## config.mk

```make
export PLATFORM = sky130hd
export DESIGN_NAME = flash_controller
export DESIGN_NICKNAME = d
export VERILOG_FILES = /design/src/flash_pkg.sv /design/src/flash_ifs.sv /design/src/lb_decode.sv /design/src/flash_sequencer.sv /design/src/flash_stats.sv /design/src/lb_reply.sv /design/src/flash_controller.sv
export SDC_FILE = /design/constraint.sdc
export NUM_CORES = 1
export LEC_CHECK = 0
export BUFFER_PORTS_ARGS = -buffer_cell sky130_fd_sc_hd__buf_2
export CORE_UTILIZATION = 60
export CTS_CLUSTER_SIZE = 24
export DETAILED_ROUTE_END_ITERATION = 8
export PLACE_DENSITY = 0.8
export SKIP_CTS_REPAIR_TIMING = 1
export SYNTH_ARGS = -nofsm -noshare
export SYNTH_HDL_FRONTEND = slang
export SYNTH_SLANG_ARGS = --single-unit
export TNS_END_PERCENT = 10
```

## constraint.sdc

```tcl
create_clock -name lb_clk -period 6.5 [get_ports lb_clk]
set_input_delay 0.975 -clock lb_clk [delete_from_list [all_inputs] [get_ports lb_clk]]
set_output_delay 0.975 -clock lb_clk [all_outputs]
set_load 0.1 [all_outputs]
```

## src/flash_pkg.sv

```systemverilog
`default_nettype none

package flash_pkg;

  // Bus window that maps onto flash words.
  localparam logic [15:0] flash_window_base = 16'h8000;
  localparam logic [15:0] flash_window_len  = 16'h8000;

  // Register map.
  localparam logic [15:0] reg_status_a      = 16'h0100;
  localparam logic [15:0] reg_dirty_page_a  = 16'h0101;
  localparam logic [15:0] reg_page_status_a = 16'h0102;
  localparam logic [15:0] reg_count_base_a  = 16'h0110;

  localparam int counter_count = 8;

  typedef enum logic [2:0] {
    kind_none,
    kind_reg_read,
    kind_reg_write,
    kind_flash_read,
    kind_flash_write,
    kind_status_read
  } access_kind_t;

  // Debug counter indices, in register order.
  typedef enum logic [2:0] {
    cnt_write,
    cnt_read,
    cnt_program,
    cnt_write_fail,
    cnt_read_fail,
    cnt_program_fail,
    cnt_read_trans,
    cnt_write_trans
  } counter_t;

  localparam logic [1:0]  fm_status_ok  = 2'b00;
  localparam logic [15:0] no_dirty_page = 16'hffff;

endpackage

`default_nettype wire

```

## src/flash_ifs.sv

```systemverilog
`default_nettype none

interface flash_req_if import flash_pkg::*; ();
  access_kind_t kind;
  logic [2:0]   reg_sel;
  logic [15:0]  word_addr;
  logic [15:0]  data;
  logic         valid;
  logic         busy;
  logic         intrude;

  modport decoder (output kind, reg_sel, word_addr, data, valid, intrude, input busy);
  modport sequencer (input kind, reg_sel, word_addr, data, valid, intrude, output busy);
endinterface

interface flash_event_if ();
  logic ev_write;
  logic ev_read;
  logic ev_program;
  logic ev_write_fail;
  logic ev_read_fail;
  logic ev_program_fail;
  logic ev_read_trans;
  logic ev_write_trans;

  modport source (output ev_write, ev_read, ev_program, ev_write_fail, ev_read_fail,
                  ev_program_fail, ev_read_trans, ev_write_trans);
  modport sink (input ev_write, ev_read, ev_program, ev_write_fail, ev_read_fail,
                ev_program_fail, ev_read_trans, ev_write_trans);
endinterface

`default_nettype wire

```

## src/lb_decode.sv

```systemverilog
`default_nettype none

module lb_decode import flash_pkg::*; (
  input  wire          lb_clk,
  input  wire          hard_reset,
  input  wire [15:0]   lb_addr,
  input  wire [15:0]   lb_data_in,
  input  wire          lb_rd,
  input  wire          lb_wr,
  input  wire          fm_busy,
  flash_req_if.decoder req
);

  logic [15:0]  offset;
  logic         in_window;
  logic         in_counters;
  logic         in_regs;
  logic         to_flash;
  access_kind_t next_kind;
  logic         held_rd;
  logic         held_wr;
  logic [15:0]  held_addr;

  assign offset      = lb_addr - flash_window_base;
  assign in_window   = (lb_addr >= flash_window_base) && (offset < flash_window_len);
  assign in_counters = (lb_addr >= reg_count_base_a) &&
                       (lb_addr < reg_count_base_a + 16'(counter_count));
  assign in_regs     = in_counters || (lb_addr == reg_status_a) ||
                       (lb_addr == reg_dirty_page_a) || (lb_addr == reg_page_status_a);

  always_comb begin
    next_kind = kind_none;
    if (lb_rd) begin
      if (lb_addr == reg_page_status_a)
        next_kind = kind_status_read;
      else if (in_regs)
        next_kind = kind_reg_read;
      else if (in_window)
        next_kind = kind_flash_read;
    end else if (lb_wr) begin
      if (in_regs)
        next_kind = kind_reg_write;
      else if (in_window)
        next_kind = kind_flash_write;
    end
  end

  // Anything touching the device waits out its busy.
  assign to_flash = next_kind inside {kind_flash_read, kind_flash_write, kind_status_read};

  // A held access is not an intrusion, a changed one is.
  assign req.intrude = req.busy && (lb_rd || lb_wr) &&
                       ((lb_rd != held_rd) || (lb_wr != held_wr) || (lb_addr != held_addr));

  always_ff @(posedge lb_clk) begin
    if (hard_reset) begin
      req.valid <= 1'b0;
    end else begin
      req.valid <= !req.busy && (next_kind != kind_none) && !(to_flash && fm_busy);
    end
  end

  always_ff @(posedge lb_clk) begin
    if (!req.busy) begin
      req.kind      <= next_kind;
      req.reg_sel   <= 3'(lb_addr - reg_count_base_a);
      req.word_addr <= in_window ? offset : lb_addr;
      req.data      <= lb_data_in;
      held_rd       <= lb_rd;
      held_wr       <= lb_wr;
      held_addr     <= lb_addr;
    end
  end

endmodule

`default_nettype wire

```

## src/flash_sequencer.sv

```systemverilog
`default_nettype none

module flash_sequencer import flash_pkg::*; #(
  parameter int fm_addr_width = 17,
  parameter int page_bits     = 6
) (
  input  wire                      lb_clk,
  input  wire                      hard_reset,
  flash_req_if.sequencer           req,
  flash_event_if.source            ev,
  input  wire [15:0]               count_value,
  output logic [fm_addr_width-1:0] fm_addr,
  output logic [15:0]              fm_wd,
  output logic                     fm_ren,
  output logic                     fm_wen,
  output logic                     fm_program,
  output logic                     fm_pagestatus,
  input  wire [15:0]               fm_rd,
  input  wire                      fm_busy,
  input  wire [1:0]                fm_status,
  output logic                     reply_valid,
  output logic [15:0]              reply_data,
  output logic                     reply_fail
);

  localparam int page_w = 16 - page_bits;

  typedef enum logic [2:0] {st_idle, st_program, st_read, st_write, st_clean} state_t;

  state_t            state;
  logic              dirty;
  logic [page_w-1:0] dirty_page;
  logic [page_w-1:0] req_page;
  logic [15:0]       pend_addr;
  logic              pend_write;
  logic [15:0]       pstat_addr;
  logic [2:0]        last_status;
  logic              wait_cycle;
  logic              lb_failure;
  logic              done;
  logic              status_ok;

  assign req.busy  = req.valid || (state != st_idle);
  assign req_page  = req.word_addr[15:page_bits];
  // First cycle after a command is skipped.
  assign done      = wait_cycle && !fm_busy;
  assign status_ok = fm_status == fm_status_ok;

  always_ff @(posedge lb_clk) begin
    if (hard_reset) begin
      state              <= st_idle;
      fm_ren             <= 1'b0;
      fm_wen             <= 1'b0;
      fm_program         <= 1'b0;
      fm_pagestatus      <= 1'b0;
      dirty              <= 1'b0;
      last_status        <= 3'b111;
      wait_cycle         <= 1'b0;
      lb_failure         <= 1'b0;
      reply_valid        <= 1'b0;
      ev.ev_write        <= 1'b0;
      ev.ev_read         <= 1'b0;
      ev.ev_program      <= 1'b0;
      ev.ev_write_fail   <= 1'b0;
      ev.ev_read_fail    <= 1'b0;
      ev.ev_program_fail <= 1'b0;
      ev.ev_read_trans   <= 1'b0;
      ev.ev_write_trans  <= 1'b0;
    end else begin
      ev.ev_write        <= 1'b0;
      ev.ev_read         <= 1'b0;
      ev.ev_program      <= 1'b0;
      ev.ev_write_fail   <= 1'b0;
      ev.ev_read_fail    <= 1'b0;
      ev.ev_program_fail <= 1'b0;
      ev.ev_read_trans   <= 1'b0;
      ev.ev_write_trans  <= 1'b0;
      case (state)
        st_idle: begin
          wait_cycle <= 1'b0;
          lb_failure <= 1'b0;
          if (req.valid) begin
            case (req.kind)
              kind_reg_read: begin
                state       <= st_clean;
                reply_valid <= 1'b1;
                reply_fail  <= 1'b0;
                if (req.word_addr == reg_status_a)
                  reply_data <= {fm_busy, 12'd0, last_status};
                else if (req.word_addr == reg_dirty_page_a)
                  reply_data <= dirty ? 16'(dirty_page) : no_dirty_page;
                else
                  reply_data <= count_value;
              end
              kind_reg_write: begin
                if (req.word_addr == reg_page_status_a)
                  pstat_addr <= req.data;
                state       <= st_clean;
                reply_valid <= 1'b1;
                reply_fail  <= 1'b0;
                reply_data  <= 16'd0;
              end
              kind_status_read: begin
                fm_addr       <= fm_addr_width'(pstat_addr);
                fm_ren        <= 1'b1;
                fm_pagestatus <= 1'b1;
                state         <= st_read;
              end
              kind_flash_read, kind_flash_write: begin
                ev.ev_read_trans  <= req.kind == kind_flash_read;
                ev.ev_write_trans <= req.kind == kind_flash_write;
                fm_wd      <= req.data;
                pend_addr  <= req.word_addr;
                pend_write <= req.kind == kind_flash_write;
                if (dirty && (req_page != dirty_page)) begin
                  // Flush the dirty page before the access.
                  fm_addr    <= fm_addr_width'({dirty_page, {page_bits{1'b0}}});
                  fm_program <= 1'b1;
                  state      <= st_program;
                end else begin
                  fm_addr <= fm_addr_width'(req.word_addr);
                  fm_ren  <= req.kind == kind_flash_read;
                  fm_wen  <= req.kind == kind_flash_write;
                  state   <= (req.kind == kind_flash_write) ? st_write : st_read;
                end
              end
              default: state <= st_idle;
            endcase
          end
        end
        st_program: begin
          fm_program <= 1'b0;
          wait_cycle <= 1'b1;
          if (req.intrude)
            lb_failure <= 1'b1;
          if (done) begin
            last_status        <= {1'b0, fm_status};
            ev.ev_program      <= status_ok;
            ev.ev_program_fail <= !status_ok;
            if (status_ok)
              dirty <= 1'b0;
            // Resume the access that was held back.
            fm_addr    <= fm_addr_width'(pend_addr);
            fm_ren     <= !pend_write;
            fm_wen     <= pend_write;
            state      <= pend_write ? st_write : st_read;
            wait_cycle <= 1'b0;
          end
        end
        st_read, st_write: begin
          fm_ren        <= 1'b0;
          fm_wen        <= 1'b0;
          fm_pagestatus <= 1'b0;
          wait_cycle    <= 1'b1;
          if (req.intrude)
            lb_failure <= 1'b1;
          if (done) begin
            last_status <= {1'b0, fm_status};
            reply_valid <= 1'b1;
            reply_fail  <= lb_failure || req.intrude;
            state       <= st_clean;
            wait_cycle  <= 1'b0;
            if (state == st_read) begin
              ev.ev_read      <= status_ok;
              ev.ev_read_fail <= !status_ok;
              reply_data      <= fm_rd;
            end else begin
              ev.ev_write      <= status_ok;
              ev.ev_write_fail <= !status_ok;
              reply_data       <= 16'd0;
              if (status_ok) begin
                dirty      <= 1'b1;
                dirty_page <= fm_addr[page_bits +: page_w];
              end
            end
          end
        end
        st_clean: begin
          // Held one extra cycle behind the reply.
          reply_valid <= 1'b0;
          if (!reply_valid)
            state <= st_idle;
        end
        default: state <= st_idle;
      endcase
    end
  end

endmodule

`default_nettype wire

```

## src/flash_stats.sv

```systemverilog
`default_nettype none

module flash_stats import flash_pkg::*; (
  input  wire          lb_clk,
  input  wire          hard_reset,
  flash_event_if.sink  ev,
  input  wire [2:0]    reg_sel,
  output logic [15:0]  count_value
);

  logic [counter_count-1:0] hits;
  logic [15:0]              counts [counter_count];

  always_comb begin
    hits                   = '0;
    hits[cnt_write]        = ev.ev_write;
    hits[cnt_read]         = ev.ev_read;
    hits[cnt_program]      = ev.ev_program;
    hits[cnt_write_fail]   = ev.ev_write_fail;
    hits[cnt_read_fail]    = ev.ev_read_fail;
    hits[cnt_program_fail] = ev.ev_program_fail;
    hits[cnt_read_trans]   = ev.ev_read_trans;
    hits[cnt_write_trans]  = ev.ev_write_trans;
  end

  // Counters wrap at 16 bits.
  always_ff @(posedge lb_clk) begin
    if (hard_reset) begin
      for (int i = 0; i < counter_count; i++) begin
        counts[i] <= 16'd0;
      end
    end else begin
      for (int i = 0; i < counter_count; i++) begin
        if (hits[i])
          counts[i] <= counts[i] + 16'd1;
      end
    end
  end

  assign count_value = counts[reg_sel];

endmodule

`default_nettype wire

```

## src/lb_reply.sv

```systemverilog
`default_nettype none

module lb_reply (
  input  wire         lb_clk,
  input  wire         hard_reset,
  input  wire         reply_valid,
  input  wire [15:0]  reply_data,
  input  wire         reply_fail,
  output logic [15:0] lb_data_out,
  output logic        lb_strb
);

  logic send;

  // A failed transaction gets no strobe.
  assign send = reply_valid && !reply_fail;

  always_ff @(posedge lb_clk) begin
    if (hard_reset) begin
      lb_strb     <= 1'b0;
      lb_data_out <= 16'd0;
    end else begin
      lb_strb     <= send;
      // Data is zero outside the strobe cycle.
      lb_data_out <= send ? reply_data : 16'd0;
    end
  end

endmodule

`default_nettype wire

```

## src/flash_controller.sv

```systemverilog
`default_nettype none

module flash_controller #(
  parameter int fm_addr_width = 17,
  parameter int page_bits     = 6
) (
  input  wire                      lb_clk,
  input  wire                      hard_reset,
  input  wire [15:0]               lb_addr,
  input  wire [15:0]               lb_data_in,
  input  wire                      lb_rd,
  input  wire                      lb_wr,
  output logic [15:0]              lb_data_out,
  output logic                     lb_strb,
  output logic [fm_addr_width-1:0] fm_addr,
  output logic [15:0]              fm_wd,
  output logic                     fm_ren,
  output logic                     fm_wen,
  output logic                     fm_program,
  output logic                     fm_pagestatus,
  input  wire [15:0]               fm_rd,
  input  wire                      fm_busy,
  input  wire [1:0]                fm_status
);

  logic [15:0] count_value;
  logic        reply_valid;
  logic [15:0] reply_data;
  logic        reply_fail;

  flash_req_if   req_bus ();
  flash_event_if ev_bus ();

  lb_decode i_decode (
    .lb_clk     (lb_clk),
    .hard_reset (hard_reset),
    .lb_addr    (lb_addr),
    .lb_data_in (lb_data_in),
    .lb_rd      (lb_rd),
    .lb_wr      (lb_wr),
    .fm_busy    (fm_busy),
    .req        (req_bus.decoder)
  );

  flash_sequencer #(
    .fm_addr_width (fm_addr_width),
    .page_bits     (page_bits)
  ) i_sequencer (
    .lb_clk        (lb_clk),
    .hard_reset    (hard_reset),
    .req           (req_bus.sequencer),
    .ev            (ev_bus.source),
    .count_value   (count_value),
    .fm_addr       (fm_addr),
    .fm_wd         (fm_wd),
    .fm_ren        (fm_ren),
    .fm_wen        (fm_wen),
    .fm_program    (fm_program),
    .fm_pagestatus (fm_pagestatus),
    .fm_rd         (fm_rd),
    .fm_busy       (fm_busy),
    .fm_status     (fm_status),
    .reply_valid   (reply_valid),
    .reply_data    (reply_data),
    .reply_fail    (reply_fail)
  );

  flash_stats i_stats (
    .lb_clk      (lb_clk),
    .hard_reset  (hard_reset),
    .ev          (ev_bus.sink),
    .reg_sel     (req_bus.reg_sel),
    .count_value (count_value)
  );

  lb_reply i_reply (
    .lb_clk      (lb_clk),
    .hard_reset  (hard_reset),
    .reply_valid (reply_valid),
    .reply_data  (reply_data),
    .reply_fail  (reply_fail),
    .lb_data_out (lb_data_out),
    .lb_strb     (lb_strb)
  );

endmodule

`default_nettype wire

```

==> reports/qor.yml, run 1 <==
finish:
  fill_cells: 1668
  final_nets: 1349
  post-route-util_pct: 69.2
  layout-drive-gt1-share_pct: 17.6
  antennaDiodeCount: 0
  area_growth_pct: 12.6
detailed_routing:
  wl_mm: 34.0
  antenna_left: 0
  via_count: 10100
  wire_per_inst_um: 20.9
  dr.first_iter.drc_count: 1302
  drt_first_pass_iters: 6
  route.detailed.drc: 0
  vias_per_cell: 6.21
place:
  io_buffers: 107
  dpl.hpwl_mm: 23.8
  dp_slack_ps: 3600
  place_congestion: 0.941
grt:
  grt_max_degree: 49
  antenna_found_initial: 1
  grt_usage_pct: 28.2
  grt-ovfl-total: 0
  grt_pass1_vias: 9533
  grt_pass1_wl_mm: 52.7
cts:
  htreeDepth: 1
  cts_root_buf: "clkbuf_16"
  cts.reportedPaths.clkPinSlew_ps: 60
  numCtsBuffers: 31
  cts.sinks: 301
  cts_buffer_depth: 3
  insertion_delay_ps: 580
  cts_tree: "done"
floorplanning:
  io_pins: 109
  die_x_um: 157
  rows: 56
  initial_core_util_pct: 61.4
  dieArea_um2: 24700
  die_h_um: 157
  core_um2: 23500
yosys:
  ys.warnings.count: 0
  synth.ff_latch_count: 301
  synth-edff-count: 258
  syn_area_um2: 14500
  synth-main-ff-cell: "edfxtp_1"
  async_flop_share_pct: 0
  avgSynthCellArea_um2: 12.2
  ys_seq_area_share_pct: 59.5
  synth.lib_cells_used.distinct: 65
  syn_inst: 1190
timing:
  setup_viol: 0
  fin_skew_ps: 18.5
  fin_ws_ps: 3550
  finalHoldViolations: 0
  timing.fmax_ghz: 0.339
  tightest_slew_ps: 1140
  relSlewSlack_pct: 23.9
  finalCriticalPeriod_ps: 2950
  tns_ps: 0
  maxSlewViolCount: 0
  fin_crit_sh_pct: 45.4
  rsz0062_at_grt: "false"
worst_setup_path:
  crit_arrival_ps: 3280
  path_class: "flop to flop"
  worstSetupEndpointType: "flop"
  critPathMaxFanout: 26
  max_stage_delay_ps: 650
  crit_path_start_kind: "flop"
  worst_ep_required_time_ps: 6830
  slowest_stage: "nand2_1"
  path_cells: "or3b_1 > nand2_1 > nand2_1 > or3_1 > a32o_1"
  cpMostUsedCell: "nand2_1"
hold_path:
  hp-class: "flop to flop"
power:
  power.density_nw_per_um2: 280
  comb_power_share_pct: 10.3
  ir_drop_v: 0.000270
  p_clk_share_pct: 38.4
  power.internal_w: 0.00339
  power_w: 0.00455
  power.switching_w: 0.00116
  share_seq_of_total_power_pct: 51.2
  netSwitchingFraction_pct: 25.5
  leakage_nw: 5.56
status:
  outcome: "finished, final reports clean"
job:
  drv_cap: 0
[cells in the final DEF (no fill, tap or decap), types with 3 or more instances in the layout]
cell type   instances
nand2b_1           25
nor3b_1             7
and2_1             19
a311oi_1            3
buf_4               8
and4_1              7
nand3_1            61
a22o_1              6
nor2b_1            11
mux2_2              6
and3_1             13
or2_2               9
nand2_1            56
edfxtp_1          258
xnor2_1            55
xor2_1             62
mux4_2             32
ha_1                8
a31oi_1             3
clkbuf_16          31
clkbuf_1            6
nand4_1            15
o21ai_0            38
a32o_1             16
dfxtp_1            42
nor4_1             10
inv_1              20
mux2i_1            15
nor2_1            148
buf_2             107
clkinvlp_4          7
a211oi_1           11
clkinv_2            6
a22oi_1             5
nor3_1             42
or3_1              44
nor4_2              4
a21oi_1            46
[state kept, by name (all words and copies together) (netlist names), 16 cells and up, named ones only]
| signal | count |
|---|---|
| i_decode.req.data | 16 |
| i_decode.req.word_addr | 16 |
| i_reply.lb_data_out | 16 |
| i_sequencer.fm_addr | 16 |
| i_sequencer.fm_wd | 16 |
| i_sequencer.pend_addr | 16 |
| i_sequencer.pstat_addr | 16 |
| i_sequencer.reply_data | 16 |
| i_stats.counts | 128 |
[routing by layer]
metal	vias to the layer above	part of all wire, %	global-route usage [%]
li1	4624	-	-
met1	4871	42	42.4
met2	560	44	41.1
met3	62	11	5.95
met4	0	2.5	8.18
met5	-	0	0
[path summary, 6_finish.rpt]
path | from | end | slack, ps | cells past startpoint
hold reg to reg | i_sequencer.reply_data[6] | i_reply.lb_data_out[6] | 440 | 1
setup reg to reg | i_decode.req.kind[0] | i_sequencer.fm_addr[11] | 3550 | 5
hold / removal | i_sequencer.reply_data[6] | i_reply.lb_data_out[6] | 440 | 1
setup / recovery | i_decode.req.kind[0] | i_sequencer.fm_addr[11] | 3550 | 5
[power by group through the flow]
| stage | clock network (W) | logic, W | registers, W |
|---|---|---|---|
| final | 0.00175 | 0.000470 | 0.00233 |
| after global routing | 0.00185 | 0.000501 | 0.00234 |
| after CTS | 0.00176 | 0.000467 | 0.00233 |
| after detailed placement | 0 | 0.000462 | 0.00237 |
| after global placement | 0 | 0.000453 | 0.00236 |
| after floorplan | 0 | 0.000327 | 0.00235 |
[Yosys cell counts (all sizes together) (8+ instances only)]
library cell  count  area [um2]
edfxtp          258        7750
nor2            150         566
xor2             62         543
nand3            61         305
nand2            56         210
xnor2            55         482
a21oi            46         230
nor3             44         220
or3              44         275
clkbuf           43         161
dfxtp            43         861
o21ai            38         190
mux4             32         721
nand2b           25         156
inv              21        78.8
and2             20         125
a32o             16         160
nand4            16         106
nor4             16         143
mux2i            15         150
and3             13        81.3
a211oi           11        82.6
nor2b            11        68.8
buf              10        56.3
or2               9        56.3
ha                8         100
[cell families after synthesis]
kind of cell,Yosys count,synth area share [%]
mux,53,6.49
xor+xnor,117,7.08
flops,301,59.5
compound gates,148,6.77
simple gates,488,17.4
buf+inv,74,2.05
other cells,1,0.0259
fa+ha+maj,8,0.692
[cell type report]
| type | count | area (um2) | share of cell area, % |
|---|---|---|---|
| flip-flops and latches | 301 | 8610 | 52.9 |
| multi-input cells | 816 | 5590 | 34.3 |
| clock buffers | 39 | 826 | 5.07 |
| repair buffers | 115 | 596 | 3.66 |
| well taps | 319 | 399 | 2.45 |
| clock inverters | 19 | 184 | 1.13 |
| inverters | 21 | 78.8 | 0.484 |
[metrics by stage]
| step | hold slack [ps] | cell area [um2] | cells |
|---|---|---|---|
| final | 438 | 16300 | 1630 |
| after global routing | 454 | 16300 | 1630 |
| after CTS | 439 | 16300 | 1630 |
| after detailed placement | 424 | 15300 | 1572 |
| after global placement | 423 | 15300 | 1572 |
| after floorplan | 420 | 14500 | 1191 |
[critical path: cells and delay by family, from the launching register on]
family / cells / cell delay (ps)
flip-flops: 1 / 480
AND/OR/NAND/NOR: 4 / 1970
AO/OA/AOI/OAI: 1 / 260
Note: power is estimated with default switching activity, not from simulation.
==> run 2: changes to the inputs <==
==> constraint.sdc (replaced) <==
create_clock -name lb_clk -period 3.1 [get_ports lb_clk]
set_input_delay 0.465 -clock lb_clk [delete_from_list [all_inputs] [get_ports lb_clk]]
set_output_delay 0.465 -clock lb_clk [all_outputs]
set_load 0.1 [all_outputs]
==> run 2 against run 1 <==
Net effect:
- utilization rose by 0.51 points
- critical path depth is the same
- flip-flop and latch count did not move
- design area up 0.74%
- non-clock buffer count grew 11
- setup slack worse by 3000 ps
- count of clock-buffer cells in the layout rose by 12
- sequential power grew 110%
- die area did not move
- largest cell class unchanged
==> reports/qor.yml, run 2 (synthesis results as in run 1) <==
status:
  outcome: "finished, final reports clean"
detailed_routing:
  vias_per_cell: 6.24  # +0.48%
  drt_first_pass_iters: 5  # -1
  dr.first_iter.drc_count: 1207  # -7.3%
  wl_met3_mm: 2.84  # -27%
  dr_wl_met2_mm: 15.9  # +7.0%
  antenna_left: 0  # unchanged
  wl_met1_mm: 14.5  # +0.73%
  wire_per_inst_um: 21.0  # +0.76%
  route.detailed.drc: 0  # unchanged
  wl_mm: 34.5  # +1.4%
  top_layer: "met4"
  via_count: 10200  # +1.2%
finish:
  fill_cells: 1669  # +0.060%
  final_nets: 1360  # +0.82%
  layout-drive-gt1-share_pct: 18.1  # +0.46 points
  final_cell_mix: "258 x edfxtp_1, 148 x nor2_1, 107 x buf_2"
  area_growth_pct: 13.4
  final_common_cell: "edfxtp_1"
  regArea_um2: 8610  # unchanged
  top_register: "i_stats.counts"
  antennaDiodeCount: 0  # unchanged
  multi_input_area_um2: 5600  # +0.16%
  largest_register_ffs: 128  # unchanged
floorplanning:
  io_pins: 109  # unchanged
  die_h_um: 157  # unchanged
  dieArea_um2: 24700  # unchanged
  die_x_um: 157  # unchanged
  core_um2: 23500  # unchanged
  rows: 56  # unchanged
  initial_core_util_pct: 61.4  # unchanged
cts:
  cts_buffer_depth: 3  # unchanged
  cts_tree: "done"
  numCtsBuffers: 31  # unchanged
  cts_root_buf: "clkbuf_16"
  htreeDepth: 1  # unchanged
  cts.reportedPaths.clkPinSlew_ps: 60  # about the same
  cts.sinks: 301  # unchanged
  insertion_delay_ps: 570  # about the same
grt:
  grt_usage_pct: 28.2  # about the same
  grt_max_degree: 38  # -22%
  antenna_found_initial: 0  # -1
  grt_pass1_wl_mm: 53.2  # +0.84%
  grt_pass1_vias: 9624  # +0.95%
  grt-ovfl-total: 0  # unchanged
timing:
  whs_ps: 89.2  # -349 ps
  rsz0062_at_grt: "false"
  finalCriticalPeriod_ps: 2530  # -424 ps
  fin_crit_sh_pct: 81.6  # +36 points
  tns_ps: 0  # unchanged
  fin_skew_ps: 30.6  # +12.0 ps
  setup_viol: 0  # unchanged
  finalHoldViolations: 0  # unchanged
  relSlewSlack_pct: 26.6  # +2.7 points
  maxSlewViolCount: 0  # unchanged
  tightest_slew_ps: 1100  # -38.2 ps
  timing.fmax_ghz: 0.395  # +17%
worst_setup_path:
  path_class: "flop to flop"
  worstSetupEndpointType: "flop"
  crit_path_start_kind: "flop"
  worst_ep_required_time_ps: 3420  # -3410 ps
  critPathMaxFanout: 10  # -62%
  r2r-start: "i_decode.req.word_addr[9]"
  critPathLaunch: "i_decode.req.word_addr[9]"
  crit_arrival_ps: 2850  # -430 ps
place:
  place_congestion: 0.914  # -2.8%
  io_buffers: 107  # unchanged
  dpl.hpwl_mm: 24.5  # +2.7%
power:
  power.density_nw_per_um2: 588  # +110%
  ir_drop_v: 0.000586  # +120%
  leakage_nw: 5.65  # +1.8%
hold_path:
  min_from: "lb_data_in[10]"
  hp-class: "primary input to flop"
job:
  drv_cap: 0  # unchanged
-- run 2: cell types whose count changed in the layout (fill, tap and decap cells not counted), sizes merged --
cell and change:
clkinv -3, bufinv -1, clkbuf +12, buf +11, clkinvlp -7, inv -1
-- run 2: area by class of cell --
type,instances,area share (%)
sequential,301,52.5
multi-input combinational,816,34.1
clock buffer,51,5.86
tap,319,2.43
timing repair buffer,126,4.21
inverter,21,0.480
clock inverter,7,0.389
-- run 2: path summary, 6_finish.rpt --
path,endpoint,slack [ps],cells after the start
max reg2reg,i_sequencer.fm_addr[14],570,5
min reg2reg,i_reply.lb_data_out[12],440,1
min,i_decode.req.data[10],90,1
max,i_sequencer.fm_addr[14],570,5
-- run 2: power by group --
part	internal, W	total, W	switching (W)
clock network	0.00219	0.00372	0.00153
registers	0.00463	0.00485	0.000215
logic	0.000428	0.00107	0.000646
-- run 2: per-stage QoR --
step | cell area, um2 | util [%] | worst slack, ps | power (W) | std cells
global route | 16400 | 69.7 | 411 | 0.00991 | 1641
detailed placement | 15400 | 65.3 | 574 | 0.00598 | 1583
CTS | 16400 | 69.7 | 576 | 0.00965 | 1641
floorplan | 14500 | - | -230 | 0.00561 | 1191
finish | 16400 | 69.7 | 570 | 0.00964 | 1641
global placement | 15400 | 65.3 | 636 | 0.00594 | 1583
-- run 2: layer usage --
| layer | global-route usage (%) | up-vias |
|---|---|---|
| met2 | 44.0 | 499 |
| met3 | 3.63 | 66 |
| met4 | 10.4 | 0 |
| li1 | - | 4635 |
| met5 | 0 | - |
| met1 | 40.5 | 5034 |
-- run 2: critical path, stage by stage, from the launching register on --
cell and delay (ps):
edfxtp_1 500, xor2_1 210, nor4_2 610, nand2_1 340
or3_1 390, a32o_1 250
==> run 3: changes to the inputs <==
--- a/config.mk
+++ b/config.mk
@@ -6,10 +6,10 @@
 export NUM_CORES = 1
 export LEC_CHECK = 0
 export BUFFER_PORTS_ARGS = -buffer_cell sky130_fd_sc_hd__buf_2
-export CORE_UTILIZATION = 60
+export CORE_UTILIZATION = 55
 export CTS_CLUSTER_SIZE = 24
 export DETAILED_ROUTE_END_ITERATION = 8
-export PLACE_DENSITY = 0.8
+export PLACE_DENSITY = 0.77
 export SKIP_CTS_REPAIR_TIMING = 1
 export SYNTH_ARGS = -nofsm -noshare
 export SYNTH_HDL_FRONTEND = slang
==> constraint.sdc (replaced) <==
create_clock -name lb_clk -period 2 [get_ports lb_clk]
set_input_delay 0.3 -clock lb_clk [delete_from_list [all_inputs] [get_ports lb_clk]]
set_output_delay 0.3 -clock lb_clk [all_outputs]
set_load 0.1 [all_outputs]
==> run 3 against run 2 <==
Net effect:
- the flow now finishes with violations (negative setup slack)
- die area rose by 9.0%
- total power increased by 62%
- combinational power increased by 100%
- via count up 8.4%
- routed wire length up 13%
- count of clock-buffer cells in the layout shrank 11
- design area up 9.6%
- highest routed layer is now met5
==> reports/qor.yml, run 3 (synthesis results as in run 1) <==
status:
  outcome: "complete, but fails checks"
  violations: "negative setup slack"
floorplanning:
  core_um2: 25500  # +8.2%
  die_x_um: 164  # +4.4%
  initial_core_util_pct: 56.8  # -4.7 points
  rows: 58  # +3.6%
  die_h_um: 164  # +4.4%
  io_pins: 109  # unchanged
  dieArea_um2: 27000  # +9.0%
worst_setup_path:
  max_stage_delay_ps: 480  # -130 ps
  r2r-start: "i_decode.req.word_addr[4]"
  critPathMaxFanout: 6  # -4
  crit_path_start_kind: "flop"
  slowest_stage: "or3b_4"
  worstSetupEndpointType: "flop"
  r2r_end: "i_sequencer.reply_data[6]"
  crit_arrival_ps: 2640  # -210 ps
  r2r_cells: 5  # unchanged
  path_cells: "nor4_4 > nand4_2 > or3b_4 > or3_4 > a32o_1"
  r2r_setup_slack_ps: -320  # -890 ps
  worst_ep_required_time_ps: 2320  # -1100 ps
  path_class: "flop to flop"
power:
  power.density_nw_per_um2: 867  # +48%
  share_seq_of_total_power_pct: 47.6  # -2.7 points
  power_w: 0.0156  # +62%
  netSwitchingFraction_pct: 25.2  # +0.38 points
  power.switching_w: 0.00393  # +64%
  comb_power_share_pct: 14.0  # +2.9 points
  leakage_nw: 6.52  # +15%
  power.internal_w: 0.0117  # +61%
  p_clk_share_pct: 38.4  # -0.2 points
  ir_drop_v: 0.000899  # +53%
timing:
  setup_viol: 54  # +54
  finalCriticalPeriod_ps: 2320  # -211 ps
  timing.fmax_ghz: 0.431  # +9.1%
  fin_ws_ps: -319  # -889 ps
  relSlewSlack_pct: 26.5  # -0.10 points
  whs_ps: 12.7  # -76.5 ps
  finalHoldViolations: 0  # unchanged
  fin_crit_sh_pct: 116  # +34 points
  fin_skew_ps: 22.2  # -8.34 ps
  maxSlewViolCount: 0  # unchanged
  rsz0062_at_grt: "true"
  tightest_slew_ps: 1100  # +1.57 ps
finish:
  area_growth_pct: 24.3
  layout.cells.non_filler: 1811  # +10%
  largest_register_ffs: 128  # unchanged
  final_nets: 1519  # +12%
  final_common_cell: "edfxtp_1"
  fill_cells: 1636  # -2.0%
  top_register: "i_stats.counts"
  antennaDiodeCount: 0  # unchanged
  final_cell_mix: "258 x edfxtp_1, 147 x nor2_1, 132 x buf_4"
  layout-drive-gt1-share_pct: 26.5  # +8.4 points
cts:
  cts_root_buf: "clkbuf_16"
  cts.reportedPaths.clkPinSlew_ps: 60  # about the same
  cts.sinks: 301  # unchanged
  numCtsBuffers: 31  # unchanged
  insertion_delay_ps: 570  # about the same
  cts_tree: "done"
  htreeDepth: 1  # unchanged
  cts_buffer_depth: 3  # unchanged
detailed_routing:
  wire_per_inst_um: 21.5  # +2.1%
  route.detailed.drc: 0  # unchanged
  vias_per_cell: 6.13  # -1.7%
  antenna_left: 0  # unchanged
  drt_first_pass_iters: 8  # +3
  dr.first_iter.drc_count: 1493  # +24%
  wl_mm: 38.9  # +13%
  via_count: 11100  # +8.4%
place:
  io_buffers: 107  # unchanged
  place_congestion: 0.921  # +0.78%
  place_inst: 1715  # +8.3%
  dpl.hpwl_mm: 26.8  # +9.5%
grt:
  grt_usage_pct: 27.0  # -1.2 points
  grt_pass1_vias: 10100  # +5.2%
  grt_max_degree: 32  # -16%
  grt_pass1_wl_mm: 55.3  # +4.0%
  antenna_found_initial: 1  # +1
  grt-ovfl-total: 0  # unchanged
hold_path:
  min_to: "i_decode.req.word_addr[1]"
  hp-class: "primary input to flop"
  worstHoldPathCells: 1  # unchanged
  min_from: "lb_addr[1]"
job:
  drv_cap: 0  # unchanged
==> run 3: cell types whose count changed in the layout (fill, tap and decap cells not counted), moves of 5 or more <==
cell and delta:
clkbuf_1 -7, xor2_2 +6, xor2_1 -7, buf_4 +114, dlygate4sd3_1 +27, clkbuf_8 -5
buf_6 +7, buf_12 +9
==> run 3: metrics by stage <==
| stage | TNS, ps | util, % | worst slack (ps) | cell area, um2 |
|---|---|---|---|---|
| after floorplan | -32930 | - | -423 | 14500 |
| after global placement | -3910 | 64.5 | -223 | 16400 |
| after detailed placement | -5310 | 64.5 | -253 | 16400 |
| after CTS | -6080 | 68.6 | -285 | 17500 |
| after global routing | -12640 | 70.6 | -356 | 18000 |
| final | -10130 | 70.6 | -319 | 18000 |
==> run 3: layout make-up <==
class                           count  area, um2  share of cell area [%]
Sequential cell                   301       8610                    47.9
Multi-Input combinational cell    818       5750                    31.9
Timing Repair Buffer              283       2080                    11.5
Clock buffer                       40        892                    4.96
Tap cell                          330        413                    2.30
Clock inverter                     18        170                   0.946
Inverter                           21       78.8                   0.438
==> run 3: worst max-delay path, delay by kind of cell (launching register included) <==
kind             cells  cell delay, ps
AND/OR/NAND/NOR      4            1390
flip-flops           1             440
AO/OA/AOI/OAI        1             250
==> run 3: how the worst max path moves through the flow <==
stage	from	slack, ps	end
6_report	i_decode.req.word_addr[4]	-320	i_sequencer.reply_data[6]
2_1_floorplan	i_sequencer.state[0]	-420	flop
5_1_grt	i_decode.req.word_addr[4]	-360	i_sequencer.reply_data[7]
3_3_place_gp	i_decode.req.word_addr[3]	-220	i_sequencer.reply_data[3]
3_5_place_dp	i_decode.req.word_addr[3]	-250	i_sequencer.reply_data[6]
4_1_cts	i_decode.req.word_addr[3]	-280	i_sequencer.reply_data[6]
==> run 3: power by group through the flow <==
stage	Clock, W	Combinational, W	Sequential, W
detailed placement	0	0.00202	0.00753
CTS	0.00603	0.00203	0.00740
global route	0.00626	0.00230	0.00744
finish	0.00598	0.00219	0.00742
floorplan	0	0.00107	0.00762
global placement	0	0.00197	0.00751
==> run 3: routing by layer <==
layer / part of all wire, % / global-route usage, %
met1: 40 / 38.6
met2: 47 / 41.4
met3: 9.4 / 4.22
met4: 4.1 / 10.5
met5: 0.026 / 0
